File: src/logic/exu_params.svh
`ifndef EXU_PARAMS_SVH
`define EXU_PARAMS_SVH

// data path and pc width
`define EXU_XLEN 64

// register index width
`define EXU_REG_ADDR_W 5

// architectural registers, x0 included
`define EXU_NUM_REGS 32

// sequential pc step, no compressed instructions
`define EXU_INSN_STEP 4

`endif

File: src/logic/exu_reg_file.sv
`timescale 1ns/100ps

`include "exu_params.svh"

module exu_reg_file (
    input  logic                       clk,
    input  logic                       rst_n,
    input  logic [`EXU_REG_ADDR_W-1:0] rs1_addr,
    input  logic [`EXU_REG_ADDR_W-1:0] rs2_addr,
    input  logic                       wen,
    input  logic [`EXU_REG_ADDR_W-1:0] waddr,
    input  logic [`EXU_XLEN-1:0]       wdata,
    output logic [`EXU_XLEN-1:0]       rs1_data,
    output logic [`EXU_XLEN-1:0]       rs2_data
);

    logic [`EXU_XLEN-1:0] regs [`EXU_NUM_REGS];

    // x0 is cleared by reset and never written, so it stays zero
    always_ff @(posedge clk) begin
        if (!rst_n) begin
            for (int i = 0; i < `EXU_NUM_REGS; i++) begin
                regs[i] <= '0;
            end
        end else if (wen && waddr != '0) begin
            regs[waddr] <= wdata;
        end
    end

    // async read ports, bypass lives in the operand stage
    assign rs1_data = regs[rs1_addr];
    assign rs2_data = regs[rs2_addr];

endmodule

File: config.mk
export PLATFORM = sky130hd
export DESIGN_NAME = exu_reg_file
export DESIGN_NICKNAME = d
export VERILOG_FILES = /design/src/logic/exu_reg_file.sv
export VERILOG_INCLUDE_DIRS = /design/src /design/src/logic
export SDC_FILE = /design/constraint.sdc
export NUM_CORES = 2
export LEC_CHECK = 0
export ABC_AREA = 1
export BUFFER_PORTS_ARGS = -buffer_cell sky130_fd_sc_hd__buf_2
export CAP_MARGIN = 40
export CORE_ASPECT_RATIO = 1.25
export CORE_UTILIZATION = 30
export DETAILED_ROUTE_END_ITERATION = 12
export MAX_ROUTING_LAYER = met4
export PLACE_DENSITY_LB_ADDON = 0.12
export SLEW_MARGIN = 20
export SYNTH_ARGS = -nofsm -noshare
export SYNTH_HDL_FRONTEND = slang
export SYNTH_SLANG_ARGS = --single-unit
File: constraint.sdc
create_clock -name clk -period 4.1 [get_ports clk]
set_input_delay 0.41 -clock clk [delete_from_list [all_inputs] [get_ports clk]]
set_output_delay 0.41 -clock clk [all_outputs]
set_load 0.02 [all_outputs]
== Yosys cells after proc, flatten, opt, wreduce, memory -nomap -nowiden ==
Memory sizes are Yosys's and may differ from the RTL's.
Index checks and enable logic that the tools add are counted.

* Register bits after elaboration: 0
* Bits in writable memories: 2,048
* Input port bits: 82
* Output and inout bits: 128
* Logic and storage cells: 11
* Memories kept: 1

* Muxes and demuxes: 7
* Reductions and logical operators: 3

{| class="wikitable"
|+ Memory list
! name !! depth !! bits a word !! read ports !! clocked after memory_dff !! wr ports !! line !! source
|-
| regs || 32 || 64 || 2 || 0 || 32 || exu_reg_file.sv:17 || <nowiki>logic [`EXU_XLEN-1:0] regs [`EXU_NUM_REGS];</nowiki>
|}

{| class="wikitable"
|+ Operators by type and width
! operator !! number
|-
| $mux 64 || 1
|-
| $reduce_or 64->1 || 1
|-
| $mux 1 || 5
|-
| $mux 5 || 1
|-
| $reduce_bool 5->1 || 1
|-
| $logic_and 1x1->1 || 1
|}

== Logic depth before layout (Yosys ltp) ==
* Depth in word-level cells: 7
* Mapped depth: 12
* Gate-level depth less buffers: 9

== Worst setup path before layout ==
Ideal clock, no wire load.

* Path type: in2reg
* Start: input port rst_n
* End: memory regs[16][0] (netlist name), enable pin
* Arrival: 2,672 ps
* Data required time: 3,676 ps
* Setup slack: 1,005 ps
* Cell stages on the path: 9
* Path through: buf_2 -> nand2_1 -> inv_1 -> nand4_1 -> inv_1 -> nand2_1 -> buf_2 -> buf_2 -> nand2_1

{| class="wikitable"
|+ RTL lines
! what !! line !! source
|-
| start, declared || exu_reg_file.sv:7 || <nowiki>input logic rst_n,</nowiki>
|-
| end, declared || exu_reg_file.sv:17 ||
|}

== Final worst setup path ==
* Start: input port rs1_addr[2]
* End: output port rs1_data[8]

* Longest elaborated chain between the ends: 1

{| class="wikitable"
|+ Ends and longest elaborated chain
! what !! line !! source
|-
| start, declared || exu_reg_file.sv:8 || <nowiki>input logic [`EXU_REG_ADDR_W-1:0] rs1_addr,</nowiki>
|-
| $mem_v2 32x64 || -- ||
|-
| end, declared || exu_reg_file.sv:13 || <nowiki>output logic [`EXU_XLEN-1:0] rs1_data,</nowiki>
|}

No other way between the ends.

==> summary.md <==
| Metric | Value |
|---|---|
| Status | finished with violations |
| Failing checks | DRC |
| Drt pass-1 iters | 12 |
| GR Util met1 | 0.380 |
| CTS clk-pin slew, worst paths | about 0.060 ns |
| Post-layout nets | 13500 |
| Area leader, netlist | edfxtp_1 |
| Clk root buf | clkbuf_16 |
| Avg Inst Size Synth | just over 8 sq um |
| P per Cell Area | 424 mW/mm^2 |
| Port bufs | 209 |
| Global-route wire length before repair | 764000 um |
| Vias in the first global route | 98600 |
| CTS Buf Count | 235 |
| Largest net degree at the start of global routing | 170 |
| Maximum fanout along the worst path | between 40 and 50 |
| Pins Over Slew Limit | 0 |
| Worst Max-Slew Pin Slew | 1.05 ns |
| Filler instances | 38300 |
| Worst setup SP type | input pin |
| Multi-input logic area | ~0.044 sq mm |
| Overall routing resource usage | 0.295 |
| Netlist cell types | 15 |
| Max-Cap Viols | 0 |
| Remaining routing DRC violations | 28 |
| Number of flip-flops in the largest register | 2048 |
| Share of cells above drive strength 1 | 0.0762 |
| Vias | between 100k and 150k |
| Largest regs | regs x2048 |
| Final setup violation count | 0 |
| RSZ-0062 raised after global routing | false |
| First DRT Iteration DRCs | 12500 |
| Most frequent cell after synthesis | nand2_1 |
| Fmax achieved | 0.304 GHz |
| Top cells by area, synth | edfxtp_1, nand3_1, nand2_1 |
| Top reg by flops | regs |
| Number of synthesized flops with an enable pin | roughly 2000 |
| Worst path required time | 3.69 ns |
| Register bit count reported by yosys | 2048 |
| GRT busiest layer | met2 |
| Synth top area share | 0.553 |
| Area grow syn2layout | 14.3% |
| Per-cell routed wire length | 29.7 um |
| Final Hold Viols | 0 |
| Cell Rows | 249 |
| Yosys warns | 0 |
| CTS tree | yes |
| VDD IR max | 458 uV |
| DIE HEIGHT | 682 um |
| Fin crit share | 0.802 |
| Clock sink count | 2048 |
| Synth Flop Type | edfxtp_1 |
| Post-Route Setup TNS | 0 ns |
| Clk buf depth | 4 |
| GRT met3 Usage | 0.0330 |
| Die Width | roughly 550 um |
| Hold Crit Class | input pin to register |
| Worst EP arrival | 2.88 ns |
| GRT met2 Usage | 0.479 |
| WL final | 550000 um |
| Post-CTS repair timing setup buffer count | 0 |
| Post-synthesis sequential area ratio | 0.553 |
| Initial Util | 0.302 |
| Reg area | 0.0615 sq mm |
| Antenna violations before repair | 21 |
| Fin util | 0.345 |
| Slew margin rel. | 0.298 |
| Synth cell count leaders | nand2_1, nand3_1, edfxtp_1, nor2_1, buf_2 |
| Async SR Flop Fraction | 0 |
| Period minus WS final | 3.29 ns |
| Mapped Area | 0.111 sq mm |
| H-Tree Depth | 4 |
| Post_cts resized | 0 |
| Ports | 210 |
| Antenna Nets Post-Route | 0 |
| CP Class | input pin to output pin |
| Routability cong. | between 0.8 and 0.9 |
| Post-Syn Instances | 13700 |
| Detailed placement HPWL | between 200000 and 300000 um |
| CP endpoint kind | output pin |
| Leakage | 51.3 nW |
| GRT Residual Overflow | 0 |
| Die ar. | roughly 0.37 sq mm |
| Floorplan core area | 0.368 sq mm |
| Vias per inst | 5.56 |
==> placed cells by master (no fill, tap or decap), drive strengths merged <==
cell type	synthesis	final
nand2	4671	4671
nand3	3649	3649
edfxtp	2048	2048
nor2	1984	1984
buf	877	656
clkbuf	412	302
clkinv	0	102
inv	86	91
conb	1	64
dlygate4sd3	0	33
bufinv	0	20
nor3	7	7
diode	0	5
nand4	4	4
clkinvlp	0	4
==> layout make-up <==
type,instances,area share
timing repair buffer,689,0.0597
antenna,5,0.0000985
multi-input combinational,10400,0.346
clock inverter,131,0.00919
tap,4894,0.0482
clock buffer,302,0.0489
inverter,86,0.00322
sequential,2048,0.484
==> critical path, stage by stage <==
cell     delay, ns
buf_8         0.16
inv_8         0.62
buf_4         0.53
nand3_1       0.15
nand3_1       0.13
nand3_1       0.23
nand2_1       0.25
buf_2         0.20
==> repair_timing <==
| item | CTS | global route |
|---|---|---|
| hold endpoints to repair | 300 | 0 |
| setup endpoints to repair | 0 | 0 |
| hold buffers | 33 | 0 |
==> cell families after synthesis <==
family / synth area share
AND/OR/NAND/NOR: 0.390
flip-flops: 0.553
buffers and inverters: 0.0568
other: 0.0000337
==> where the power goes <==
part           internal, mW  leakage [nW]  switching (mW)  total (mW)
Clock                  11.9          3.59            9.46        21.3
Sequential             24.2          19.5           0.604        24.8
Combinational          2.04          28.2            5.65        7.70
==> through the flow <==
step	setup WS [ns]	cell area (sq um)	std cells	total power [mW]	hold slack [ns]
final	0.812	127000	18500	53.8	0.0344
after global routing	0.767	127000	18500	55.4	0.0584
after CTS	0.926	127000	18500	54.0	0.00333
after detailed placement	0.947	119000	18100	32.8	0.736
after global placement	0.947	118000	18000	32.7	0.730
after floorplan	1.00	111000	13800	29.4	0.649
==> path summary, 6_finish.rpt <==
path,from,endpoint,slack (ns),cells after the start
setup / recovery,rs1_addr[2],rs1_data[8],0.81,8
hold / removal,wdata[8],regs[7][8],0.03,3
==> metal layers <==
layer,up-vias,share of wire
li1,45300,-
met1,51800,0.42
met2,4975,0.47
met3,1067,0.074
met4,0,0.039
met5,-,0
(Power assumes the default switching activity.)
