**src/logic/exu_params.svh**
```systemverilog
`ifndef EXU_PARAMS_SVH
`define EXU_PARAMS_SVH

// data path and pc width
`define EXU_XLEN 64

// register index width
`define EXU_REG_ADDR_W 5

// architectural registers, x0 included
`define EXU_NUM_REGS 32

// sequential pc step, no compressed instructions
`define EXU_INSN_STEP 4

`endif

```
**src/logic/exu_pkg.sv**
```systemverilog
package exu_pkg;

    // decoded opcode, one per supported instruction
    typedef enum logic [4:0] {
        op_add,
        op_sub,
        op_sll,
        op_slt,
        op_sltu,
        op_xor,
        op_srl,
        op_sra,
        op_or,
        op_and,
        // word forms, 32-bit result sign extended
        op_addw,
        op_subw,
        op_sllw,
        op_srlw,
        op_sraw,
        // upper immediate and jumps
        op_lui,
        op_auipc,
        op_jal,
        op_jalr,
        // conditional branches
        op_beq,
        op_bne,
        op_blt,
        op_bge,
        op_bltu,
        op_bgeu
    } exu_op_e;

    // alu function select
    typedef enum logic [3:0] {
        alu_add,
        alu_sub,
        alu_sll,
        alu_slt,
        alu_sltu,
        alu_xor,
        alu_srl,
        alu_sra,
        alu_or,
        alu_and
    } alu_mode_e;

endpackage

```
**src/logic/exu_stage_if.sv**
```systemverilog
`timescale 1ns/100ps

`include "exu_params.svh"

// one instruction from operand stage to execute stage
interface exu_stage_if import exu_pkg::*; ();

    // single cycle strobe, no ready
    logic                       valid;
    exu_op_e                    op;
    logic [`EXU_REG_ADDR_W-1:0] rd;
    logic [`EXU_XLEN-1:0]       pc;
    logic [`EXU_XLEN-1:0]       imm;
    // alu inputs, already muxed
    logic [`EXU_XLEN-1:0]       operand_a;
    logic [`EXU_XLEN-1:0]       operand_b;
    // raw register values for branch compare
    logic [`EXU_XLEN-1:0]       src1;
    logic [`EXU_XLEN-1:0]       src2;

    modport producer (
        output valid, op, rd, pc, imm, operand_a, operand_b, src1, src2
    );

    modport consumer (
        input valid, op, rd, pc, imm, operand_a, operand_b, src1, src2
    );

endinterface

```
**src/logic/exu_execute_stage.sv**
```systemverilog
`timescale 1ns/100ps

`include "exu_params.svh"

module exu_execute_stage import exu_pkg::*; (
    input  logic                       clk,
    input  logic                       rst_n,
    exu_stage_if.consumer              stage,
    // combinational result, bypassed to the operand stage
    output logic                       ex_fwd_valid,
    output logic [`EXU_REG_ADDR_W-1:0] ex_fwd_rd,
    output logic [`EXU_XLEN-1:0]       ex_fwd_data,
    // registered writeback
    output logic                       wb_wen,
    output logic [`EXU_REG_ADDR_W-1:0] wb_rd,
    output logic [`EXU_XLEN-1:0]       wb_data,
    output logic                       out_valid,
    output logic [`EXU_XLEN-1:0]       out_next_pc
);

    alu_mode_e            mode;
    logic                 is_word;
    logic                 is_branch;
    logic                 taken;
    logic [31:0]          word_res;
    logic [`EXU_XLEN-1:0] alu_res;
    logic [`EXU_XLEN-1:0] alu_ext;
    logic [`EXU_XLEN-1:0] seq_pc;
    logic [`EXU_XLEN-1:0] rel_pc;
    logic [`EXU_XLEN-1:0] result;
    logic [`EXU_XLEN-1:0] next_pc;

    assign is_word   = stage.op inside {op_addw, op_subw, op_sllw, op_srlw, op_sraw};
    assign is_branch = stage.op inside {op_beq, op_bne, op_blt, op_bge, op_bltu, op_bgeu};

    // opcode to alu function
    always_comb begin
        case (stage.op)
            op_sub, op_subw:  mode = alu_sub;
            op_sll, op_sllw:  mode = alu_sll;
            op_slt:           mode = alu_slt;
            op_sltu:          mode = alu_sltu;
            op_xor:           mode = alu_xor;
            op_srl, op_srlw:  mode = alu_srl;
            op_sra, op_sraw:  mode = alu_sra;
            op_or:            mode = alu_or;
            op_and:           mode = alu_and;
            // add, auipc, jal, jalr address sums
            default:          mode = alu_add;
        endcase
    end

    // word shifts work on the low half with a 5-bit amount
    always_comb begin
        case (mode)
            alu_sll: word_res = stage.operand_a[31:0] << stage.operand_b[4:0];
            alu_srl: word_res = stage.operand_a[31:0] >> stage.operand_b[4:0];
            alu_sra: word_res = $signed(stage.operand_a[31:0]) >>> stage.operand_b[4:0];
            default: word_res = alu_res[31:0];
        endcase
    end

    always_comb begin
        case (mode)
            alu_sub:  alu_res = stage.operand_a - stage.operand_b;
            alu_sll:  alu_res = stage.operand_a << stage.operand_b[5:0];
            alu_slt:  alu_res = {63'b0, $signed(stage.operand_a) < $signed(stage.operand_b)};
            alu_sltu: alu_res = {63'b0, stage.operand_a < stage.operand_b};
            alu_xor:  alu_res = stage.operand_a ^ stage.operand_b;
            alu_srl:  alu_res = stage.operand_a >> stage.operand_b[5:0];
            alu_sra:  alu_res = $signed(stage.operand_a) >>> stage.operand_b[5:0];
            alu_or:   alu_res = stage.operand_a | stage.operand_b;
            alu_and:  alu_res = stage.operand_a & stage.operand_b;
            default:  alu_res = stage.operand_a + stage.operand_b;
        endcase
    end

    // sign extend the 32-bit word result
    assign alu_ext = is_word ? {{32{word_res[31]}}, word_res} : alu_res;

    // branch condition on raw register values
    always_comb begin
        case (stage.op)
            op_beq:  taken = stage.src1 == stage.src2;
            op_bne:  taken = stage.src1 != stage.src2;
            op_blt:  taken = $signed(stage.src1) < $signed(stage.src2);
            op_bge:  taken = $signed(stage.src1) >= $signed(stage.src2);
            op_bltu: taken = stage.src1 < stage.src2;
            op_bgeu: taken = stage.src1 >= stage.src2;
            default: taken = 1'b0;
        endcase
    end

    assign seq_pc = stage.pc + `EXU_XLEN'(`EXU_INSN_STEP);
    assign rel_pc = stage.pc + stage.imm;

    always_comb begin
        case (stage.op)
            op_lui:          result = stage.imm;
            op_jal, op_jalr: result = seq_pc;
            default:         result = alu_ext;
        endcase
    end

    // jalr target is rs1+imm with bit 0 cleared
    always_comb begin
        if (stage.op == op_jalr) begin
            next_pc = {alu_res[`EXU_XLEN-1:1], 1'b0};
        end else if (stage.op == op_jal || taken) begin
            next_pc = rel_pc;
        end else begin
            next_pc = seq_pc;
        end
    end

    // branches and rd 0 never write
    assign ex_fwd_valid = stage.valid && !is_branch && stage.rd != '0;
    assign ex_fwd_rd    = stage.rd;
    assign ex_fwd_data  = result;

    always_ff @(posedge clk) begin
        if (!rst_n) begin
            out_valid <= 1'b0;
            wb_wen    <= 1'b0;
            wb_rd     <= '0;
        end else begin
            out_valid <= stage.valid;
            wb_wen    <= ex_fwd_valid;
            // rd and data read zero on a suppressed write
            wb_rd     <= ex_fwd_valid ? stage.rd : '0;
        end
    end

    always_ff @(posedge clk) begin
        if (stage.valid) begin
            wb_data     <= ex_fwd_valid ? result : '0;
            out_next_pc <= next_pc;
        end
    end

endmodule

```
**src/flat_wrapper.sv**
```systemverilog
// flat-port wrapper written by rule: the top's interface ports become plain ports
module exu_execute_stage_flat import exu_pkg::*;
  (clk, rst_n, ex_fwd_valid, ex_fwd_rd, ex_fwd_data, wb_wen, wb_rd, wb_data, out_valid, out_next_pc, stage_valid, stage_op, stage_rd, stage_pc, stage_imm, stage_operand_a, stage_operand_b, stage_src1, stage_src2);
  exu_stage_if stage_i ();
  input  logic clk;
  input  logic rst_n;
  output logic ex_fwd_valid;
  output logic [`EXU_REG_ADDR_W-1:0] ex_fwd_rd;
  output logic [`EXU_XLEN-1:0] ex_fwd_data;
  output logic wb_wen;
  output logic [`EXU_REG_ADDR_W-1:0] wb_rd;
  output logic [`EXU_XLEN-1:0] wb_data;
  output logic out_valid;
  output logic [`EXU_XLEN-1:0] out_next_pc;
  input wire logic [$bits(stage_i.valid)-1:0] stage_valid;
  input wire logic [$bits(stage_i.op)-1:0] stage_op;
  input wire logic [$bits(stage_i.rd)-1:0] stage_rd;
  input wire logic [$bits(stage_i.pc)-1:0] stage_pc;
  input wire logic [$bits(stage_i.imm)-1:0] stage_imm;
  input wire logic [$bits(stage_i.operand_a)-1:0] stage_operand_a;
  input wire logic [$bits(stage_i.operand_b)-1:0] stage_operand_b;
  input wire logic [$bits(stage_i.src1)-1:0] stage_src1;
  input wire logic [$bits(stage_i.src2)-1:0] stage_src2;
  assign stage_i.valid = stage_valid;
  assign stage_i.op = stage_op;
  assign stage_i.rd = stage_rd;
  assign stage_i.pc = stage_pc;
  assign stage_i.imm = stage_imm;
  assign stage_i.operand_a = stage_operand_a;
  assign stage_i.operand_b = stage_operand_b;
  assign stage_i.src1 = stage_src1;
  assign stage_i.src2 = stage_src2;
  exu_execute_stage u_core (.clk(clk), .rst_n(rst_n), .stage(stage_i), .ex_fwd_valid(ex_fwd_valid), .ex_fwd_rd(ex_fwd_rd), .ex_fwd_data(ex_fwd_data), .wb_wen(wb_wen), .wb_rd(wb_rd), .wb_data(wb_data), .out_valid(out_valid), .out_next_pc(out_next_pc));
endmodule
```
**config.mk**
```make
export PLATFORM = sky130hd
export DESIGN_NAME = exu_execute_stage_flat
export DESIGN_NICKNAME = d
export VERILOG_FILES = /design/src/logic/exu_pkg.sv /design/src/logic/exu_stage_if.sv /design/src/logic/exu_execute_stage.sv /design/src/flat_wrapper.sv
export VERILOG_INCLUDE_DIRS = /design/src /design/src/logic
export SDC_FILE = /design/constraint.sdc
export NUM_CORES = 2
export LEC_CHECK = 0
export BUFFER_PORTS_ARGS = -buffer_cell sky130_fd_sc_hd__buf_2
export CAP_MARGIN = 20
export CELL_PAD_IN_SITES_DETAIL_PLACEMENT = 1
export CELL_PAD_IN_SITES_GLOBAL_PLACEMENT = 1
export CORE_ASPECT_RATIO = 0.5
export CORE_MARGIN = 2
export CORE_UTILIZATION = 30
export DETAILED_ROUTE_END_ITERATION = 12
export PLACE_DENSITY = 0.62
export SYNTH_ARGS = -nofsm -noshare
export SYNTH_HDL_FRONTEND = slang
export SYNTH_SLANG_ARGS = --single-unit
```
**constraint.sdc**
```tcl
create_clock -name clk -period 6.7 [get_ports clk]
set_input_delay 0.335 -clock clk [delete_from_list [all_inputs] [get_ports clk]]
set_output_delay 0.335 -clock clk [all_outputs]
set_load 0.005 [all_outputs]
```
== Word-level counts from Yosys, hierarchy flattened ==
Memories as Yosys holds them, arrays and structs flattened.
Index checks and enable logic that the tools add are counted.

* $add $sub $neg: 4
* $lt $le $gt $ge: 6
* Equal/unequal tests: 25
* Shifts and indexed selects: 6
* Mux-type cells: 8
* Bitwise operators: 3
* Reductions and logical operators: 9

{| class="wikitable"
|+ Operators by type and width
! cell !! count
|-
| $pmux 64 s9 || 1
|-
| $lt 64x64->1 || 4
|-
| $mux 64 || 3
|-
| $add 64x64->64 || 2
|-
| $ge 64x64->1 || 2
|-
| $pmux 64 s2 || 1
|-
| $pmux 32 s3 || 1
|-
| $add 64x3->64 const B || 1
|-
| $and 64x64->64 || 1
|-
| $eq 64x64->1 || 1
|-
| $ne 64x64->1 || 1
|-
| $or 64x64->64 || 1
|-
| $shl 64x6->64 || 1
|-
| $shr 64x6->64 || 1
|-
| $sshr 64x6->64 || 1
|-
| $sub 64x64->64 || 1
|-
| $xor 64x64->64 || 1
|-
| $eq 5x5->1 const B || 8
|-
| $shl 32x5->32 || 1
|-
| $shr 32x5->32 || 1
|-
| $sshr 32x5->32 || 1
|-
| $eq 5x4->1 const B || 6
|-
| $eq 4x3->1 const B || 4
|-
| $reduce_bool 5->1 || 2
|-
| other kinds (11) || 14
|}

* Register bits: 135
* Memory bits (read-only): 64
* Bits of input ports: 397
* Output and inout bits: 205
* Memories kept: 1

{| class="wikitable"
|+ Memories
! name !! words !! width !! read ports !! clocked after Yosys merged registers in !! wr ports !! line !! source
|-
| (no name shown) || 16 || 4 || 1 || 0 || 0 || exu_execute_stage.sv:38 || <nowiki>case (stage.op)</nowiki>
|}

== Depth between registers and ports, before layout ==
An unclocked memory read counts as a cell.

* Word-level depth: 7
* Mapped depth: 22
* Mapped depth without buffers: 16

== Worst setup path before layout ==
No wires, ideal clock.

* Path kind: input to register
* Start: input stage_operand_b[2]
* End: register u_core.wb_data[54] (data pin)
* Library setup time: 0.255 ns
* Arrival time: 4.971 ns
* Required time: 6.445 ns
* Path slack: 1.474 ns
* Cell stages on the path: 19
* Buffers on the path: 6
* Cell sequence: clkinv_1 clkbuf_1 buf_1 clkbuf_1 buf_2 buf_1 ha_1 buf_2 nor2b_1 o31a_1 o31ai_2 a21oi_1 a311oi_2 o21ai_1 a31oi_1 o41ai_1 a2111o_1 a211o_1 and2_1

* Cells in the longest elaborated chain, start to end: 5
* Elaborated cells between the ends (all ways): 12

{| class="wikitable"
|+ RTL lines
! what !! line !! source
|-
| start: declaration || flat_wrapper.sv:21 || <nowiki>input wire logic [$bits(stage_i.operand_b)-1:0] stage_operand_b;</nowiki>
|-
| $add 64x64->64 (tied with other cells) || exu_execute_stage.sv:74 || <nowiki>default: alu_res = stage.operand_a + stage.operand_b;</nowiki>
|-
| $pmux 64 s9 || exu_execute_stage.sv:64 || <nowiki>case (mode)</nowiki>
|-
| $pmux 32 s3 || exu_execute_stage.sv:55 || <nowiki>case (mode)</nowiki>
|-
| $mux 64 * || exu_execute_stage.sv:79 || <nowiki>assign alu_ext = is_word ? {{32{word_res[31]}}, word_res} : alu_res;</nowiki>
|-
| $pmux 64 s2 * || exu_execute_stage.sv:98 || <nowiki>case (stage.op)</nowiki>
|-
| net ex_fwd_data[54] || flat_wrapper.sv:9 || <nowiki>output logic [`EXU_XLEN-1:0] ex_fwd_data;</nowiki>
|-
| end signal: assignment || exu_execute_stage.sv:136 || <nowiki>wb_data <= ex_fwd_valid ? result : '0;</nowiki>
|-
| end: declaration || exu_execute_stage.sv:16 || <nowiki>output logic [`EXU_XLEN-1:0] wb_data,</nowiki>
|}

Mark *: on every way through the listed nets, which the timed path passes. The rest lies on a longest branch.
A chain may end at the register's enable or synchronous reset.

== Final worst setup path ==
* Start: input stage_op[0]
* End: output ex_fwd_data[20]

* Cells in the longest elaborated chain, start to end: 7
* Elaborated cells between the ends (all ways): 25

{| class="wikitable"
|+ RTL lines
! what !! line !! source
|-
| start: declaration || flat_wrapper.sv:16 || <nowiki>input wire logic [$bits(stage_i.op)-1:0] stage_op;</nowiki>
|-
| $mem_v2 16x4 || -- ||
|-
| $mux 4 || exu_execute_stage.sv:38 ||
|-
| $eq 4x4->1 (tied with other cells) || exu_execute_stage.sv:64 ||
|-
| $pmux 64 s9 || exu_execute_stage.sv:64 ||
|-
| $pmux 32 s3 || exu_execute_stage.sv:55 ||
|-
| $mux 64 || exu_execute_stage.sv:79 ||
|-
| $pmux 64 s2 * || exu_execute_stage.sv:98 ||
|-
| end: declaration || flat_wrapper.sv:9 ||
|}

Every way passes the cells marked *; elsewhere a longest branch is shown, timed or not.

==> results.json <==
{
  "cts-root-buf": "clkbuf_16",
  "start_util_pct": 30.4,
  "total_leakage_power_nw": 18.4,
  "die_area_um2": 126000,
  "vias_per_cell": 6.61,
  "synthArstFlopShare_pct": 0,
  "nNetsFinal": 6334,
  "num_vias": 47900,
  "syn_area_um2": 36900,
  "synth_top_area_share_pct": 11.0,
  "final_hold_viol_count": 0,
  "post_synth_main_area_contributors": "ha_1 11%, edfxtp_1 10%, mux4_2 8.9%",
  "setup_slack_ps": -12.4,
  "drtIter0Drc": 6253,
  "io_pins": 602,
  "synthAdderAreaFrac_pct": 11.2,
  "synth_edf_count": 128,
  "synthMuxAreaShare_pct": 13.8,
  "setup_viol": 1,
  "finalCoreUtilization_pct": 35.5,
  "yosysTopAreaCell": "ha_1",
  "end_kind": "output port",
  "whs_endpoint": "u_core.wb_rd[3]$_SDFF_PN0_",
  "drc": 0,
  "yosys_warnings": 0,
  "max_freq_mhz": 149,
  "worst-slew-pin-transition_ps": 1330,
  "synth_compound_area_share_pct": 32.0,
  "drive_gt1_share_pct": 20.7,
  "n_fill_cell": 15100,
  "rsz0062_at_grt": "no",
  "finalCritPeriodShare_pct": 100,
  "ant_nets": 0,
  "post-cts-setup-buffer-count": 0,
  "cp-start-kind": "input pin",
  "power.total_mw": 6.51,
  "fp.dieH_um": 252,
  "std_cell_rows": 90,
  "cts_tree": "built",
  "period_needed_ps": 6710,
  "synthCells": 5141,
  "yosys.area_share.xor_xnor_pct": 2.97,
  "cts_buffers": 17,
  "crit_fanout": 34,
  "worstPathArrival_ps": 6380,
  "cap_viol_max_count": 0,
  "grt_pass1_vias": 46500,
  "hold_path.class": "in2reg",
  "synth_fp_nets": 5867,
  "tns_ps": -12.4,
  "synthFlopType": "edfxtp_1",
  "cts_buffer_depth": 2,
  "avgSynthCellArea_um2": 7.18,
  "syn_to_final_growth_pct": 16.7,
  "core-area_um2": 121000,
  "synth_cell_types": 105,
  "antenna_found_initial": 33,
  "status": "finished with violations",
  "holdPathStages": 2,
  "port-buffer-count": 601,
  "max-vdd-ir-drop_v": 0.000113,
  "crit_type": "in2out",
  "slew_violations": 0,
  "wl_per_cell_um": 37.5,
  "gr-usage-all-layers_pct": 41.1,
  "drt_pass1_iterations": 6,
  "synth_seq_cells": 135,
  "path_clk_slew_ps": 70,
  "post_cts_resized": 0,
  "hold_ws_ps": 137,
  "max_slew_margin_pct": 10.9,
  "grt_max_degree": 114,
  "holdCritStartpoint": "stage_rd[3]",
  "postCtsHoldBufs": 0,
  "violations": "negative setup slack",
  "worstPathRequired_ps": 6360,
  "grt-ovfl-total": 0,
  "htree_levels": 4,
  "dpl-instance-area_um2": 42400,
  "synth-simple-area-share_pct": 21.3,
  "design_area_um2": 43100,
  "place_congestion": 1.09,
  "power.density_nw_per_um2": 151,
  "wirelength_um": 272000,
  "die_w_um": 500,
  "seq_area_frac_synth_pct": 10.8,
  "post-dp-hpwl_um": 220000,
  "grt_pass1_wl_um": 371000,
  "synth_top_family_by_area": "compound AO/OA/AOI/OAI gates",
  "cts_sinks": 135
}
==> sequential cells by signal (all words and copies together) (netlist names) <==
register            cells
u_core.wb_wen           1
u_core.wb_rd            5
u_core.wb_data         64
u_core.out_next_pc     64
u_core.out_valid        1
==> Yosys cell counts, drive strengths merged, types with 21 or more instances <==
cell type  instances
o31ai             50
nor4              41
a211oi           103
inv              302
a31oi             52
o22ai             61
or2               23
and2              74
o221ai            37
mux2i            135
o21ai            381
or3               31
o211ai            55
nor2b             40
a221oi            49
mux2              41
ha               326
nor3              98
a211o             28
edfxtp           128
o21bai            46
nor2             536
clkbuf           269
a21boi            21
nand2            498
o21a              50
nand2b            37
a21oi            561
mux4             146
nand3            137
a21o              92
nand4             80
xor2              54
buf              134
a22oi             25
xnor2             71
and3              62
==> cell usage in the layout, fill, tap and decap left out, types with 20 or more instances in the layout <==
cell,n
a211o_1,28
a211oi_1,96
a21boi_0,20
a21o_1,92
a21oi_1,556
a221oi_1,41
a22oi_1,25
a31oi_1,52
and2_1,72
and3_1,61
buf_2,593
buf_4,233
edfxtp_1,128
ha_1,326
inv_1,298
mux2_2,40
mux2i_1,135
mux4_2,146
nand2_1,495
nand2b_1,37
nand3_1,137
nand4_1,80
nor2_1,533
nor2b_1,40
nor3_1,95
nor4_1,40
o211ai_1,55
o21a_1,49
o21ai_0,353
o21ai_1,25
o21bai_1,45
o221ai_1,35
o22ai_1,60
o31ai_1,49
or2_2,21
or3_1,30
xnor2_1,71
xor2_1,54
==> through the flow <==
step | instances | setup slack [ps]
3_5_place_dp | 7196 | 302
4_1_cts | 7228 | 297
3_3_place_gp | 7195 | 373
5_1_grt | 7235 | 247
2_1_floorplan | 5141 | 1470
6_report | 7244 | -12.4
==> layout make-up <==
type                    count  area [um2]  area share [%]
repair buffers            851        5160            12.0
clock buffers              17         425           0.988
clock inverters            15         150           0.349
inverters                 306        1150            2.68
multi-input cells        4297       30100            70.0
well taps                1610        2010            4.68
diodes                     13        32.5          0.0755
flip-flops and latches    135        3980            9.25
==> worst max-delay path: stages <==
cell,delay (ps)
buf_4,330
inv_1,130
ha_1,430
and3_1,300
a2111oi_4,710
o21a_1,600
o21ai_0,640
a21boi_0,300
mux2i_1,740
a21oi_1,70
nand3_1,500
a21oi_1,270
o21ai_1,690
buf_2,250
==> report_power, final <==
part / switching [mW] / internal [mW] / leakage, nW
Sequential: 0.0388 / 1.05 / 1.30
Combinational: 3.00 / 1.42 / 16.8
Clock: 0.501 / 0.498 / 0.288
Total: 3.54 / 2.96 / 18.4
==> cells by family (layout without fill, tap and decap cells) <==
group           after synthesis  count (layout)
simple gates               1703            1703
fa+ha+maj                   329             329
flops                       135             135
buf+inv                     709            1189
other cells                   0              13
xor+xnor                    125             125
mux                         322             322
compound gates             1818            1818
==> how the worst max path moves through the flow <==
| stage | start | to | slack (ps) | cells after the start |
|---|---|---|---|---|
| 3_5_place_dp | stage_op[0] | ex_fwd_data[20] | 300 | 14 |
| 2_1_floorplan | stage_operand_b[2] | u_core.wb_data[54]$_SDFFCE_PN0P_ | 1470 | 19 |
| 3_3_place_gp | stage_op[0] | ex_fwd_data[20] | 370 | 14 |
| 5_1_grt | stage_op[0] | ex_fwd_data[20] | 250 | 14 |
| 4_1_cts | stage_op[0] | ex_fwd_data[20] | 300 | 14 |
| 6_report | stage_op[0] | ex_fwd_data[20] | -10 | 14 |
==> layer usage <==
layer | share of wire (%) | vias up | global-route usage [%]
li1 | - | 20100 | -
met1 | 42 | 24300 | 55.3
met2 | 41 | 2962 | 59.5
met3 | 13 | 475 | 15.6
met4 | 4.0 | 24 | 14.6
met5 | 0.12 | - | 0
Note: power is estimated with default switching activity, not from simulation.
