### src/logic/exu_params.svh
`ifndef EXU_PARAMS_SVH
`define EXU_PARAMS_SVH

// data path and pc width
`define EXU_XLEN 64

// register index width
`define EXU_REG_ADDR_W 5

// architectural registers, x0 included
`define EXU_NUM_REGS 32

// sequential pc step, no compressed instructions
`define EXU_INSN_STEP 4

`endif

### src/logic/exu_pkg.sv
package exu_pkg;

    // decoded opcode, one per supported instruction
    typedef enum logic [4:0] {
        op_add,
        op_sub,
        op_sll,
        op_slt,
        op_sltu,
        op_xor,
        op_srl,
        op_sra,
        op_or,
        op_and,
        // word forms, 32-bit result sign extended
        op_addw,
        op_subw,
        op_sllw,
        op_srlw,
        op_sraw,
        // upper immediate and jumps
        op_lui,
        op_auipc,
        op_jal,
        op_jalr,
        // conditional branches
        op_beq,
        op_bne,
        op_blt,
        op_bge,
        op_bltu,
        op_bgeu
    } exu_op_e;

    // alu function select
    typedef enum logic [3:0] {
        alu_add,
        alu_sub,
        alu_sll,
        alu_slt,
        alu_sltu,
        alu_xor,
        alu_srl,
        alu_sra,
        alu_or,
        alu_and
    } alu_mode_e;

endpackage

### src/logic/exu_stage_if.sv
`timescale 1ns/100ps

`include "exu_params.svh"

// one instruction from operand stage to execute stage
interface exu_stage_if import exu_pkg::*; ();

    // single cycle strobe, no ready
    logic                       valid;
    exu_op_e                    op;
    logic [`EXU_REG_ADDR_W-1:0] rd;
    logic [`EXU_XLEN-1:0]       pc;
    logic [`EXU_XLEN-1:0]       imm;
    // alu inputs, already muxed
    logic [`EXU_XLEN-1:0]       operand_a;
    logic [`EXU_XLEN-1:0]       operand_b;
    // raw register values for branch compare
    logic [`EXU_XLEN-1:0]       src1;
    logic [`EXU_XLEN-1:0]       src2;

    modport producer (
        output valid, op, rd, pc, imm, operand_a, operand_b, src1, src2
    );

    modport consumer (
        input valid, op, rd, pc, imm, operand_a, operand_b, src1, src2
    );

endinterface

### src/logic/exu_operand_stage.sv
`timescale 1ns/100ps

`include "exu_params.svh"

module exu_operand_stage import exu_pkg::*; (
    input  logic                       clk,
    input  logic                       rst_n,
    // decoded instruction strobe
    input  logic                       in_valid,
    input  exu_op_e                    in_op,
    input  logic                       in_use_imm,
    input  logic [`EXU_REG_ADDR_W-1:0] in_rd,
    input  logic [`EXU_REG_ADDR_W-1:0] in_rs1,
    input  logic [`EXU_REG_ADDR_W-1:0] in_rs2,
    input  logic [`EXU_XLEN-1:0]       in_imm,
    input  logic [`EXU_XLEN-1:0]       in_pc,
    // register file read
    output logic [`EXU_REG_ADDR_W-1:0] rf_rs1_addr,
    output logic [`EXU_REG_ADDR_W-1:0] rf_rs2_addr,
    input  logic [`EXU_XLEN-1:0]       rf_rs1_data,
    input  logic [`EXU_XLEN-1:0]       rf_rs2_data,
    // bypass from the instruction one slot ahead
    input  logic                       ex_fwd_valid,
    input  logic [`EXU_REG_ADDR_W-1:0] ex_fwd_rd,
    input  logic [`EXU_XLEN-1:0]       ex_fwd_data,
    // bypass from the instruction two slots ahead
    input  logic                       wb_wen,
    input  logic [`EXU_REG_ADDR_W-1:0] wb_rd,
    input  logic [`EXU_XLEN-1:0]       wb_data,
    exu_stage_if.producer              stage
);

    logic [`EXU_XLEN-1:0] src1;
    logic [`EXU_XLEN-1:0] src2;
    logic [`EXU_XLEN-1:0] operand_a;
    logic [`EXU_XLEN-1:0] operand_b;

    // youngest producer wins, x0 always zero
    function automatic logic [`EXU_XLEN-1:0] resolve_src(
        input logic [`EXU_REG_ADDR_W-1:0] idx,
        input logic [`EXU_XLEN-1:0]       rf_data
    );
        logic [`EXU_XLEN-1:0] value;
        if (idx == '0) begin
            value = '0;
        end else if (ex_fwd_valid && ex_fwd_rd == idx) begin
            value = ex_fwd_data;
        end else if (wb_wen && wb_rd == idx) begin
            value = wb_data;
        end else begin
            value = rf_data;
        end
        return value;
    endfunction

    assign rf_rs1_addr = in_rs1;
    assign rf_rs2_addr = in_rs2;

    always_comb begin
        src1 = resolve_src(in_rs1, rf_rs1_data);
        src2 = resolve_src(in_rs2, rf_rs2_data);
    end

    // pc relative ops add to pc, the rest to rs1
    assign operand_a = (in_op inside {op_auipc, op_jal}) ? in_pc : src1;
    // jumps and upper immediates always take imm
    assign operand_b = (in_use_imm || in_op inside {op_jal, op_jalr, op_lui, op_auipc})
                       ? in_imm : src2;

    // control
    always_ff @(posedge clk) begin
        if (!rst_n) begin
            stage.valid <= 1'b0;
            stage.op    <= op_add;
            stage.rd    <= '0;
        end else begin
            stage.valid <= in_valid;
            stage.op    <= in_op;
            stage.rd    <= in_rd;
        end
    end

    // payload, only loaded with a new instruction
    always_ff @(posedge clk) begin
        if (in_valid) begin
            stage.pc        <= in_pc;
            stage.imm       <= in_imm;
            stage.operand_a <= operand_a;
            stage.operand_b <= operand_b;
            stage.src1      <= src1;
            stage.src2      <= src2;
        end
    end

endmodule

### src/flat_wrapper.sv
// flat-port wrapper written by rule: the top's interface ports become plain ports
module exu_operand_stage_flat import exu_pkg::*;
  (clk, rst_n, in_valid, in_op, in_use_imm, in_rd, in_rs1, in_rs2, in_imm, in_pc, rf_rs1_addr, rf_rs2_addr, rf_rs1_data, rf_rs2_data, ex_fwd_valid, ex_fwd_rd, ex_fwd_data, wb_wen, wb_rd, wb_data, stage_valid, stage_op, stage_rd, stage_pc, stage_imm, stage_operand_a, stage_operand_b, stage_src1, stage_src2);
  exu_stage_if stage_i ();
  input  logic clk;
  input  logic rst_n;
  input  logic in_valid;
  input  exu_op_e in_op;
  input  logic in_use_imm;
  input  logic [`EXU_REG_ADDR_W-1:0] in_rd;
  input  logic [`EXU_REG_ADDR_W-1:0] in_rs1;
  input  logic [`EXU_REG_ADDR_W-1:0] in_rs2;
  input  logic [`EXU_XLEN-1:0] in_imm;
  input  logic [`EXU_XLEN-1:0] in_pc;
  output logic [`EXU_REG_ADDR_W-1:0] rf_rs1_addr;
  output logic [`EXU_REG_ADDR_W-1:0] rf_rs2_addr;
  input  logic [`EXU_XLEN-1:0] rf_rs1_data;
  input  logic [`EXU_XLEN-1:0] rf_rs2_data;
  input  logic ex_fwd_valid;
  input  logic [`EXU_REG_ADDR_W-1:0] ex_fwd_rd;
  input  logic [`EXU_XLEN-1:0] ex_fwd_data;
  input  logic wb_wen;
  input  logic [`EXU_REG_ADDR_W-1:0] wb_rd;
  input  logic [`EXU_XLEN-1:0] wb_data;
  output wire logic [$bits(stage_i.valid)-1:0] stage_valid;
  output wire logic [$bits(stage_i.op)-1:0] stage_op;
  output wire logic [$bits(stage_i.rd)-1:0] stage_rd;
  output wire logic [$bits(stage_i.pc)-1:0] stage_pc;
  output wire logic [$bits(stage_i.imm)-1:0] stage_imm;
  output wire logic [$bits(stage_i.operand_a)-1:0] stage_operand_a;
  output wire logic [$bits(stage_i.operand_b)-1:0] stage_operand_b;
  output wire logic [$bits(stage_i.src1)-1:0] stage_src1;
  output wire logic [$bits(stage_i.src2)-1:0] stage_src2;
  assign stage_valid = stage_i.valid;
  assign stage_op = stage_i.op;
  assign stage_rd = stage_i.rd;
  assign stage_pc = stage_i.pc;
  assign stage_imm = stage_i.imm;
  assign stage_operand_a = stage_i.operand_a;
  assign stage_operand_b = stage_i.operand_b;
  assign stage_src1 = stage_i.src1;
  assign stage_src2 = stage_i.src2;
  exu_operand_stage u_core (.clk(clk), .rst_n(rst_n), .in_valid(in_valid), .in_op(in_op), .in_use_imm(in_use_imm), .in_rd(in_rd), .in_rs1(in_rs1), .in_rs2(in_rs2), .in_imm(in_imm), .in_pc(in_pc), .rf_rs1_addr(rf_rs1_addr), .rf_rs2_addr(rf_rs2_addr), .rf_rs1_data(rf_rs1_data), .rf_rs2_data(rf_rs2_data), .ex_fwd_valid(ex_fwd_valid), .ex_fwd_rd(ex_fwd_rd), .ex_fwd_data(ex_fwd_data), .wb_wen(wb_wen), .wb_rd(wb_rd), .wb_data(wb_data), .stage(stage_i));
endmodule
### config.mk
export PLATFORM = sky130hd
export DESIGN_NAME = exu_operand_stage_flat
export DESIGN_NICKNAME = d
export VERILOG_FILES = /design/src/logic/exu_pkg.sv /design/src/logic/exu_stage_if.sv /design/src/logic/exu_operand_stage.sv /design/src/flat_wrapper.sv
export VERILOG_INCLUDE_DIRS = /design/src /design/src/logic
export SDC_FILE = /design/constraint.sdc
export NUM_CORES = 1
export LEC_CHECK = 0
export BUFFER_PORTS_ARGS = -buffer_cell sky130_fd_sc_hd__buf_2
export CAP_MARGIN = 30
export CORE_AREA = 2 2 323 325
export CTS_CLUSTER_SIZE = 16
export DETAILED_ROUTE_END_ITERATION = 8
export DIE_AREA = 0 0 325 327
export PLACE_DENSITY_LB_ADDON = 0.15
export SLEW_MARGIN = 20
export SYNTH_ARGS = -nofsm -noshare
export SYNTH_HDL_FRONTEND = slang
export SYNTH_SLANG_ARGS = --single-unit
### constraint.sdc
create_clock -name clk -period 2.19 [get_ports clk]
set_clock_uncertainty 0.05 [all_clocks]
set_input_delay 0.219 -clock clk [delete_from_list [all_inputs] [get_ports clk]]
set_output_delay 0.219 -clock clk [all_outputs]
set_load 0.02 [all_outputs]
Yosys cells after proc, flatten, opt, wreduce, memory -nomap -nowiden

Cells that the tools add are included.
Widths: inputs -> output; s select.

Register bits: 395
Output and inout port bits: 405
Logic and storage cells: 34

Equality and inequality tests: 8
Muxes and demuxes: 8
Reduce and logical (&&, ||, !) cells: 9

Operators by type and width:

| kind               | count |
|---|---|
| $mux 64            | 8 |
| $eq 5x5->1         | 4 |
| $eq 5x5->1 const B | 3 |
| $logic_not 5->1    | 2 |
| $eq 5x4->1 const B | 1 |
| $logic_and 1x1->1  | 4 |
| $reduce_bool 4->1  | 1 |
| $reduce_bool 2->1  | 1 |
| $logic_or 1x1->1   | 1 |

Depth between registers and ports, before layout

Gate-level depths: netlist of run 1.

Depth in word-level cells: 6
Depth in mapped cells: 7

Worst setup path before layout of run 1

Ideal clock, no wire load.

Path kind: input-to-reg
Start: input in_rs1[3]
End: register u_core.stage.operand_a[55], data pin
Library setup time: 0.257 ns
Arrival time: 1.532 ns
Data required time: 1.883 ns
Slack: 0.352 ns
Stages: 6
Buffers on the path: 1
Path through: xor2_1 > nor3_2 > nand3_4 > buf_6 > a221o_1 > a32o_1

Longest elaborated chain between the ends: 6
Elaborated cells on any way between the ends: 9
Those cells by class: eq/ne (2); mux (4); reduce/logical (3)

Ends and longest elaborated chain:

| what                     | RTL line                | source |
|---|---|---|
| from (decl)              | flat_wrapper.sv:11      | `` input logic [`EXU_REG_ADDR_W-1:0] in_rs1; `` |
| $eq 5x5->1               | exu_operand_stage.sv:48 | `end else if (wb_wen && wb_rd == idx) begin` |
| $logic_and 1x1->1        | exu_operand_stage.sv:48 |  |
| $mux 64                  | exu_operand_stage.sv:48 |  |
| $mux 64                  | exu_operand_stage.sv:46 | `end else if (ex_fwd_valid && ex_fwd_rd == idx) begin` |
| $mux 64 *                | exu_operand_stage.sv:44 | `if (idx == '0) begin` |
| $mux 64 *                | exu_operand_stage.sv:65 | `assign operand_a = (in_op inside {op_auipc, op_jal}) ? in_pc : src1;` |
| via u_core.operand_a[55] | exu_operand_stage.sv:35 | `` logic [`EXU_XLEN-1:0] operand_a; `` |
| to (decl)                | exu_stage_if.sv:22      | `output valid, op, rd, pc, imm, operand_a, operand_b, src1, src2` |

The timed path passes the listed nets; every way through them passes the cells marked *.
A chain may end at the register's enable or synchronous reset.

Worst setup path in the final report of run 1

Start: input in_op[1]
End: register u_core.stage.operand_b[61], data pin

Longest elaborated chain between the ends: 4
Elaborated cells on any way between the ends: 7
Those cells by class: eq/ne (4); mux (1); reduce/logical (2)

Ends and longest elaborated chain:

| what                                     | RTL line                | source |
|---|---|---|
| from (decl)                              | flat_wrapper.sv:8       | `input exu_op_e in_op;` |
| $eq 5x5->1 or $eq 5x4->1 (tied branches) | exu_operand_stage.sv:67 | `assign operand_b = (in_use_imm \|\| in_op inside {op_jal, op_jalr, op_lui, op_auipc})` |
| $reduce_bool 4->1 *                      | exu_operand_stage.sv:67 |  |
| $logic_or 1x1->1 *                       | exu_operand_stage.sv:67 |  |
| $mux 64 *                                | exu_operand_stage.sv:68 | `? in_imm : src2;` |
| via u_core.operand_b[61]                 | exu_operand_stage.sv:36 | `` logic [`EXU_XLEN-1:0] operand_b; `` |
| to (decl)                                | exu_stage_if.sv:22      |  |

Marked as above.

==> results of run 1 <==
## sequential cells by signal, indices dropped and copies added (netlist names)
name,flops
u_core.stage.op,5
u_core.stage.pc,64
u_core.stage.operand_b,64
u_core.stage.imm,64
u_core.stage.operand_a,64
u_core.stage.rd,5
u_core.stage.valid,1
u_core.stage.src2,64
u_core.stage.src1,64
## logic make-up (layout without fill, tap and decap cells)
logic type	Yosys count	count (layout)	synth area share [%]
compound gates	322	322	14.5
xor+xnor	20	20	0.980
buf+inv	144	1331	4.08
flops	395	395	65.8
mux	64	64	4.03
other cells	0	13	0
simple gates	292	292	10.6
## cell type report
type | count | area [µm²] | area share [%]
flip-flops and latches | 395 | 11800 | 40.3
diodes | 13 | 32.5 | 0.112
clock inverters | 27 | 335 | 1.15
repair buffers | 1240 | 8450 | 29.0
clock buffers | 63 | 1360 | 4.68
well taps | 1380 | 1730 | 5.92
inverters | 1 | 6.26 | 0.0215
multi-input cells | 698 | 5500 | 18.9
## per-layer routing
metal  up-vias  track usage [%]  routed length, µm
li1       7477                -                  -
met1      8506             20.6              37900
met2       865             31.4              49300
met3       119             4.61               7790
met4         2             5.63               2600
met5         -                0                 11
## through the flow
step / power, mW / cell area [µm²] / std cells
floorplan: 11.4 / 17900 / 1237
global placement: 13.8 / 24900 / 3462
detailed placement: 13.8 / 24900 / 3463
CTS: 23.1 / 29100 / 3804
global route: 23.6 / 29100 / 3811
finish: 22.7 / 29200 / 3817
## worst max path at each step
stage,cells after the start,to,slack (ns),from
floorplan,6,u_core.stage.operand_a[55],0.35,in_rs1[3]
global placement,7,u_core.stage.operand_b[36],-0.45,in_rs2[1]
detailed placement,9,u_core.stage.operand_b[36],-0.31,in_rs2[1]
CTS,8,u_core.stage.operand_b[43],0.18,in_op[1]
global route,9,u_core.stage.src2[37],0.09,wb_rd[3]
finish,8,u_core.stage.operand_b[61],0.13,in_op[1]
## report_power, final
group	total, mW	internal (mW)	switching (mW)
clock network	8.80	5.32	3.48
registers	9.31	9.10	0.204
logic	4.64	1.84	2.80
## cell usage in the layout, fill, tap and decap left out, types with 2 or more instances in the layout
cell and instances:
a31oi_1 64, buf_12 43, nand3_4 4, clkinv_4 2, nand3_1 64, clkbuf_16 53, dlygate4sd3_1 251, nor3_1 2
nand2_4 4, a221o_1 60, and3_2 58, clkinv_2 8, o21ai_0 4, a221o_2 4, o21ai_1 60, diode_2 13
and3_1 6, buf_4 122, or4_1 64, and2_1 75, clkbuf_1 10, edfxtp_1 384, o41ai_1 64, clkinv_1 8
nor2_1 4, dfxtp_1 11, a32o_1 64, mux2_2 64, bufinv_16 8, nand2_1 2, xnor2_1 13, nor2_4 2
xor2_1 7, buf_2 822
## worst max-delay path, delay by kind of cell
family | cells | cell delay (ns)
and+or+nand+nor | 2 | 0.22
muxes | 1 | 0.37
AOI/OAI and AO/OA | 1 | 0.34
buffers and inverters | 4 | 1.16
## repair_timing
item / CTS / global route
hold endpoints to repair: 371 / 0
endpoints found under the setup margin: 0 / 0
hold buffers: 251 / 0
setup buffers: 0 / 0
==> metrics, run 1 <==
status=finished clean; worst hold path class=input pin to register; PD cells=about 800 mW/mm²; period utilization=a little over nine tenths; WHS=between 0.05 and 0.06 ns; min Tclk post-route=about 2.1 ns; DR pass1 iterations=7; fin worst setup slack=between 0.1 and 0.15 ns; vias in the first global route=between 15000 and 20000; die height=approximately 330 µm; CP Launch Type=input pin; setup violators final=0; Routed WL=97.6 mm; Ports=a little over 800; worst setup path class=input pin to register; standard-cell rows=~120; VDD IR max=0.594 mV; Slew @ Worst Pin=a little under 0.6 ns; Slew Limit Fails=0; P_leak=around 12 nW; H-Tree Depth=2; clock-pin slew of the registers on the worst-case setup and hold paths=0.06 ns; Die W=325 µm; Min-Delay Endpoint=u_core.stage.operand_a[15]; DR vias=about 17000; Synth top area share=between 60% and 70%; core area=approximately 0.10 mm²; Crit-path slowest cell=dlygate4sd3_1; clk buf depth=3; Rel. slew slack=around three fifths; setup tns final=0 ns; Final Wtd Congestion=between 0.8 and 0.9; first-pass GRT wire length=136 mm; Mapped Nets=roughly 1700; hold_sp=ex_fwd_data[15]; largest net degree at the start of global routing=a little under 80; # clock sinks=395; CTS tree=yes; wire per inst=~26 µm; ys async rst share=0%; full die area=between 0.1 and 0.15 mm²; DRC=0; Post-synth EDFFs=about 380; Synth-to-Final Area Change=63.2%; CP Capture Type=register; Fmax achieved=~480 MHz; most numerous cell in the Yosys netlist=edfxtp_1; post-DP HPWL=roughly 74 mm; Post-Syn Area=about 0.018 mm²; Seq/Total Area, Yosys=65.8%; layout cells sized above 1=49.8%; drt initial violations=between 1000 and 1500; syn avg cell area=~14 µm²; Final Hold Fails=0; count of cell types in the netlist=37; synth top area cells=edfxtp_1, mux2_2, a32o_1; most common flop cell mapped by yosys=edfxtp_1; initial antenna violation count=17; post-CTS resize count=0; GR Util All Layers=about 18%; CP arrival=between 2 and 2.5 ns; port bufs=around 820; hold path cells=3; final core utilization=~28%; fillcell total=10800; Clk Tree Root Cell=clkbuf_16; Worst Path Max Fanout=18; synth cell count leaders=edfxtp_1, clkbuf_1, and2_1, nand3_1; Final Net Count=about 2800; Critical Path RT=2.50 ns; Remaining Overflow, GRT=0; #FFs+latches synth=roughly 400; CP cell instances=dlygate4sd3_1 -> buf_2 -> nand2_1 -> nor4bb_1 -> a311oi_4 -> buf_12 -> buf_12 -> mux2_2; number of max-cap violations=0; Most common cell on crit path=buf_12; initial core utilization=approximately 17%; cts bufs inserted=51; RSZ-0062 raised after global routing=false; Worst path max stage delay=approximately 0.54 ns; pre-CTS WS=-0.307 ns; Post-Syn Instances=between 1000 and 1500; Yosys top cell by area=edfxtp_1; warnings from Yosys=0; Vias/cell=4.45; post-route ant nets=0
No activity file was read; power rests on OpenSTA's default activity.
==> inputs of run 2 (changes only) <==
--- a/config.mk
+++ b/config.mk
@@ -13,6 +13,7 @@
 export DETAILED_ROUTE_END_ITERATION = 8
 export DIE_AREA = 0 0 325 327
 export PLACE_DENSITY_LB_ADDON = 0.15
+export SETUP_SLACK_MARGIN = 0.3
 export SLEW_MARGIN = 20
 export SYNTH_ARGS = -nofsm -noshare
 export SYNTH_HDL_FRONTEND = slang
==> run 2 against run 1 <==
Count of clock-buffer cells in the layout unchanged. Final cell count down 0.18%. Non-clock buffer count down 3. Sequential power about the same. Setup slack better by 0.23 ns. Core utilization about the same.
==> metrics, run 2 (same netlist as run 1, synthesis figures left out) <==
status=finished clean; Final Total Pwr=22.7 mW (about the same); vias in the first global route=18300 (-0.027%); GRT busiest layer=met2; PD cells=781 mW/mm² (about the same); core area=0.103 mm² (unchanged); Fmax achieved=544 MHz (+12%); Rel. slew slack=61.3% (-0.17 points); VDD IR max=0.593 mV (about the same); initial antenna violation count=14 (-3); P_leak=11.6 nW (about the same); Final Net Count=2804 (-0.11%); fin worst setup slack=0.351 ns (+0.226 ns); commonest cells after routing, fill and taps aside=buf_2, edfxtp_1, dlygate4sd3_1; Slew Limit Fails=0 (unchanged); layout cells sized above 1=49.9% (+0.14 points); DR pass1 iterations=5 (-2); Worst setup endpoint=u_core.stage.operand_b[7]; post-route ant nets=0 (unchanged); Critical Path RT=2.51 ns (about the same); hold path cells=3 (unchanged); commonest non-fill, non-tap cell in the layout=buf_2; RSZ-0062 raised after global routing=false; cts bufs inserted=51 (unchanged); largest net degree at the start of global routing=78 (unchanged); clock-pin slew of the registers on the worst-case setup and hold paths=0.07 ns (about the same); DR vias=16900 (-0.17%); CP Buf/Inv Count=4 (unchanged); postcts setup bufs=0 (unchanged); period utilization=84.0% (-10 points); number of max-cap violations=0 (unchanged); Most common cell on crit path=buf_4; setup violators final=0 (unchanged); full die area=0.106 mm² (unchanged); clk buf depth=3 (unchanged); met3 Track Usage GR=4.64% (+0.036 points); drt initial violations=1182 (-7.8%); H-Tree Depth=2 (unchanged); Crit-path slowest cell=o41ai_1; Synth-to-Final Area Change=63.1% (about the same); Ports=825 (unchanged); Vias/cell=4.45 (about the same); worst hold path class=input pin to register; Clk Tree Root Cell=clkbuf_16; Slew @ Worst Pin=0.579 ns (+0.00256 ns); crit path from=in_rs2[1]; port bufs=824 (unchanged); first-pass GRT wire length=136 mm (about the same); Die W=325 µm (unchanged); WHS=0.0581 ns (-0.0000503 ns); GR Util All Layers=17.6% (about the same); initial core utilization=17.4% (unchanged); wire per inst=25.6 µm (+0.20%); Final Wtd Congestion=0.848 (unchanged); # clock sinks=395 (unchanged); standard-cell rows=118 (unchanged); CP arrival=2.16 ns (-0.22 ns); CP Launch Type=input pin; CTS tree=yes; worst setup path class=input pin to register; Worst path max stage delay=0.54 ns (about the same); WP depth=9 (+1); die height=327 µm (unchanged); post-DP HPWL=73.8 mm (unchanged); min Tclk post-route=1.84 ns (-0.226 ns); CP cell instances=buf_2 -> buf_4 -> xnor2_1 -> nand3_4 -> buf_12 -> o41ai_1 -> buf_4 -> a31oi_1 -> mux2_2; DRC=0 (unchanged); Crit path max-delay family=buffers and inverters; final design area excluding fillers=0.0291 mm² (about the same); CP Capture Type=register; met2 Use GR=31.4% (+0.051 points); Routed WL=97.6 mm (about the same); fillcell total=10800 (-0.019%); placed cell area=0.0249 mm² (unchanged); Worst Path Max Fanout=13 (-5); met1 Use GR=20.5% (about the same); Remaining Overflow, GRT=0 (unchanged); pre-CTS WS=-0.307 ns (unchanged); Final Hold Fails=0 (unchanged)
[run 2: cell count changes in the layout (fill, tap and decap cells not counted), sizes merged]
cell	change
diode	-4
dlygate4sd3	-3
[run 2: final cells by class]
type / count / area (µm²) / area share, %
antenna: 9 / 22.5 / 0.0773
inverter: 1 / 6.26 / 0.0215
multi-input combinational: 698 / 5510 / 18.9
sequential: 395 / 11800 / 40.3
clock buffer: 63 / 1360 / 4.68
tap: 1380 / 1730 / 5.93
timing repair buffer: 1237 / 8420 / 28.9
clock inverter: 27 / 335 / 1.15
[run 2: repair_timing]
action / 4_1_cts / 5_1_grt
hold buffers: 248 / 0
gates resized for setup: 0 / 2
hold endpoints to repair: 371 / 0
endpoints found under the setup margin: 0 / 2
[run 2: how the worst min path moves through the flow]
| stage | start | endpoint | slack, ns |
|---|---|---|---|
| after floorplan | in_imm[0] | u_core.stage.imm[0] | 0.27 |
| after global placement | in_imm[36] | u_core.stage.imm[36] | 0.37 |
| after detailed placement | in_imm[26] | u_core.stage.imm[26] | 0.37 |
| after CTS | ex_fwd_data[19] | u_core.stage.src1[19] | 0.00009 |
| after global routing | rf_rs2_data[15] | u_core.stage.src2[15] | 0.01 |
| final | ex_fwd_data[15] | u_core.stage.operand_a[15] | 0.06 |
[run 2: power by group]
group          total (mW)  switching [mW]  internal (mW)
Clock                8.80            3.48           5.32
Sequential           9.31           0.204           9.10
Combinational        4.63            2.80           1.83
Total                22.7            6.49           16.3
[run 2: metrics by stage]
step	std cells	util [%]	TNS (ns)
after floorplan	1237	-	0
after global placement	3462	24.2	-19.92
after detailed placement	3463	24.2	-11.06
after CTS	3801	28.3	0
after global routing	3806	28.3	0
final	3810	28.3	0
[run 2: per-layer routing]
metal	routed length, µm	part of all wire [%]
met5	0	0
met4	2810	2.9
met3	7570	7.8
met2	49200	50
met1	38000	39
[run 2: tightest hold or removal path, stage by stage]
cell	delay, ns
buf_2	0.10
or4_1	0.13
a32o_1	0.16
==> inputs of run 3 (changes only) <==
==> constraint.sdc (replaced) <==
create_clock -name clk -period 1.75 [get_ports clk]
set_clock_uncertainty 0.05 [all_clocks]
set_input_delay 0.175 -clock clk [delete_from_list [all_inputs] [get_ports clk]]
set_output_delay 0.175 -clock clk [all_outputs]
set_load 0.02 [all_outputs]
==> run 3 against run 2 <==
Die area is the same. Setup slack lost 0.22 ns. Core utilization grew 3.2 points. Clock power grew 18%. Critical path type unchanged.
==> metrics, run 3 (same netlist as run 1, synthesis figures left out) <==
status=finished clean; GR Util All Layers=17.9% (+0.31 points); wire per inst=27.0 µm (+5.2%); CP Capture Type=register; number of max-cap violations=0 (unchanged); H-Tree Depth=2 (unchanged); fin worst setup slack=0.135 ns (-0.216 ns); first-pass GRT wire length=137 mm (+1.0%); Worst path max stage delay=0.52 ns (-0.02 ns); clk buf depth=3 (unchanged); setup violators final=0 (unchanged); worst hold path class=input pin to register; die height=327 µm (unchanged); RSZ-0062 raised after global routing=true; standard-cell rows=118 (unchanged); period utilization=between 90 and 100%; layout cells sized above 1=55.5% (+5.6 points); # clock sinks=395 (unchanged); Synth-to-Final Area Change=81.2%; vias in the first global route=18600 (+1.9%); Final Hold Fails=0 (unchanged); Crit path max-delay family=compound AO/OA/AOI/OAI gates; clock-pin slew of the registers on the worst-case setup and hold paths=0.06 ns (about the same); Final Net Count=2901 (+3.5%); port bufs=824 (unchanged); drt initial violations=1397 (+18%); Vias/cell=4.53 (+2.0%); worst setup path class=input pin to register; Slew Limit Fails=0 (unchanged); pre-CTS WS=-0.728 ns (-0.421 ns); Slew @ Worst Pin=0.607 ns (+0.0278 ns); commonest cells after routing, fill and taps aside=buf_2, edfxtp_1, dlygate4sd3_1; initial antenna violation count=20 (+6); PD cells=890 mW/mm² (+14%); Routed WL=105 mm (+7.8%); Final Wtd Congestion=0.808 (-4.7%); min Tclk post-route=1.61 ns; Most common cell on crit path=buf_12; Clk Tree Root Cell=clkbuf_16; CP Launch Type=input pin; cts bufs inserted=49 (-3.9%); Die W=325 µm (unchanged); VDD IR max=0.604 mV (+1.8%); post-route ant nets=0 (unchanged); Rel. slew slack=59.0% (-2.3 points); CP cell instances=buf_12 -> buf_6 -> xnor2_4 -> nand2_4 -> buf_12 -> buf_4 -> o41ai_1 -> a31oi_4 -> mux2_4; Remaining Overflow, GRT=0 (unchanged); CTS tree=yes; Worst Path Max Fanout=9 (-4); Critical Path RT=2.06 ns (-0.45 ns); full die area=0.106 mm² (unchanged); DR pass1 iterations=6 (+1); DRC=0 (unchanged); Final Total Pwr=28.8 mW (+27%); DR vias=17700 (+4.4%); Ports=825 (unchanged); Fmax achieved=~620 MHz; P_leak=12.8 nW (+11%); largest net degree at the start of global routing=64 (-18%); CP arrival=1.93 ns (-0.23 ns); Crit-path slowest cell=o41ai_1; core area=0.103 mm² (unchanged); post-DP HPWL=74.2 mm (+0.52%); fillcell total=10500 (-2.6%); CP Buf/Inv Count=4 (unchanged); initial core utilization=17.4% (unchanged); commonest non-fill, non-tap cell in the layout=buf_2
-- run 3: what timing repair did --
item                                    in CTS  in global routing
hold buffers                               311                  0
resized for setup                          267                196
buffers inserted                            11                  6
endpoints found under the setup margin     249                238
pin swaps                                   49                 74
endpoints found under the hold margin      400                  0
gates cloned                                 3                 18
-- run 3: worst paths after layout --
path,start,to,depth (start not counted)
hold / removal,ex_fwd_data[2],u_core.stage.src1[2],3
setup / recovery,in_rs2[4],u_core.stage.operand_b[14],9
-- run 3: metrics by stage --
step | util, % | setup TNS (ns) | hold WS (ns) | instance area, µm² | cells
global route | 31.5 | 0 | 0.0267 | 32400 | 3902
finish | 31.5 | 0 | 0.0488 | 32400 | 3903
floorplan | - | -2.87 | 0.224 | 17900 | 1237
detailed placement | 24.2 | -111.90 | 0.319 | 24900 | 3461
global placement | 24.2 | -113.81 | 0.318 | 24900 | 3461
CTS | 30.2 | 0 | 0.00245 | 31100 | 3875
-- run 3: metal layers --
metal	vias up	part of all wire [%]	global-route usage, %
li1	7666	-	-
met5	-	0.15	0
met2	876	49	31.1
met4	24	2.9	5.68
met1	8957	40	21.1
met3	169	7.9	5.41
-- run 3: final cells by class --
| cell class | instances | area (µm²) | area share [%] |
|---|---|---|---|
| inverters | 1 | 6.26 | 0.0193 |
| well taps | 1380 | 1730 | 5.33 |
| diodes | 4 | 10.0 | 0.0309 |
| clock buffers | 61 | 1310 | 4.06 |
| clock inverters | 28 | 299 | 0.924 |
| repair buffers | 1336 | 10400 | 32.1 |
| multi-input cells | 698 | 6860 | 21.2 |
| flip-flops and latches | 395 | 11800 | 36.3 |
-- run 3: where the power goes --
group,internal (mW),leakage [nW],switching (mW),total (mW)
clock network,6.19,0.782,4.20,10.4
logic,2.93,8.19,3.82,6.75
registers,11.4,3.85,0.271,11.7
total,20.5,12.8,8.29,28.8
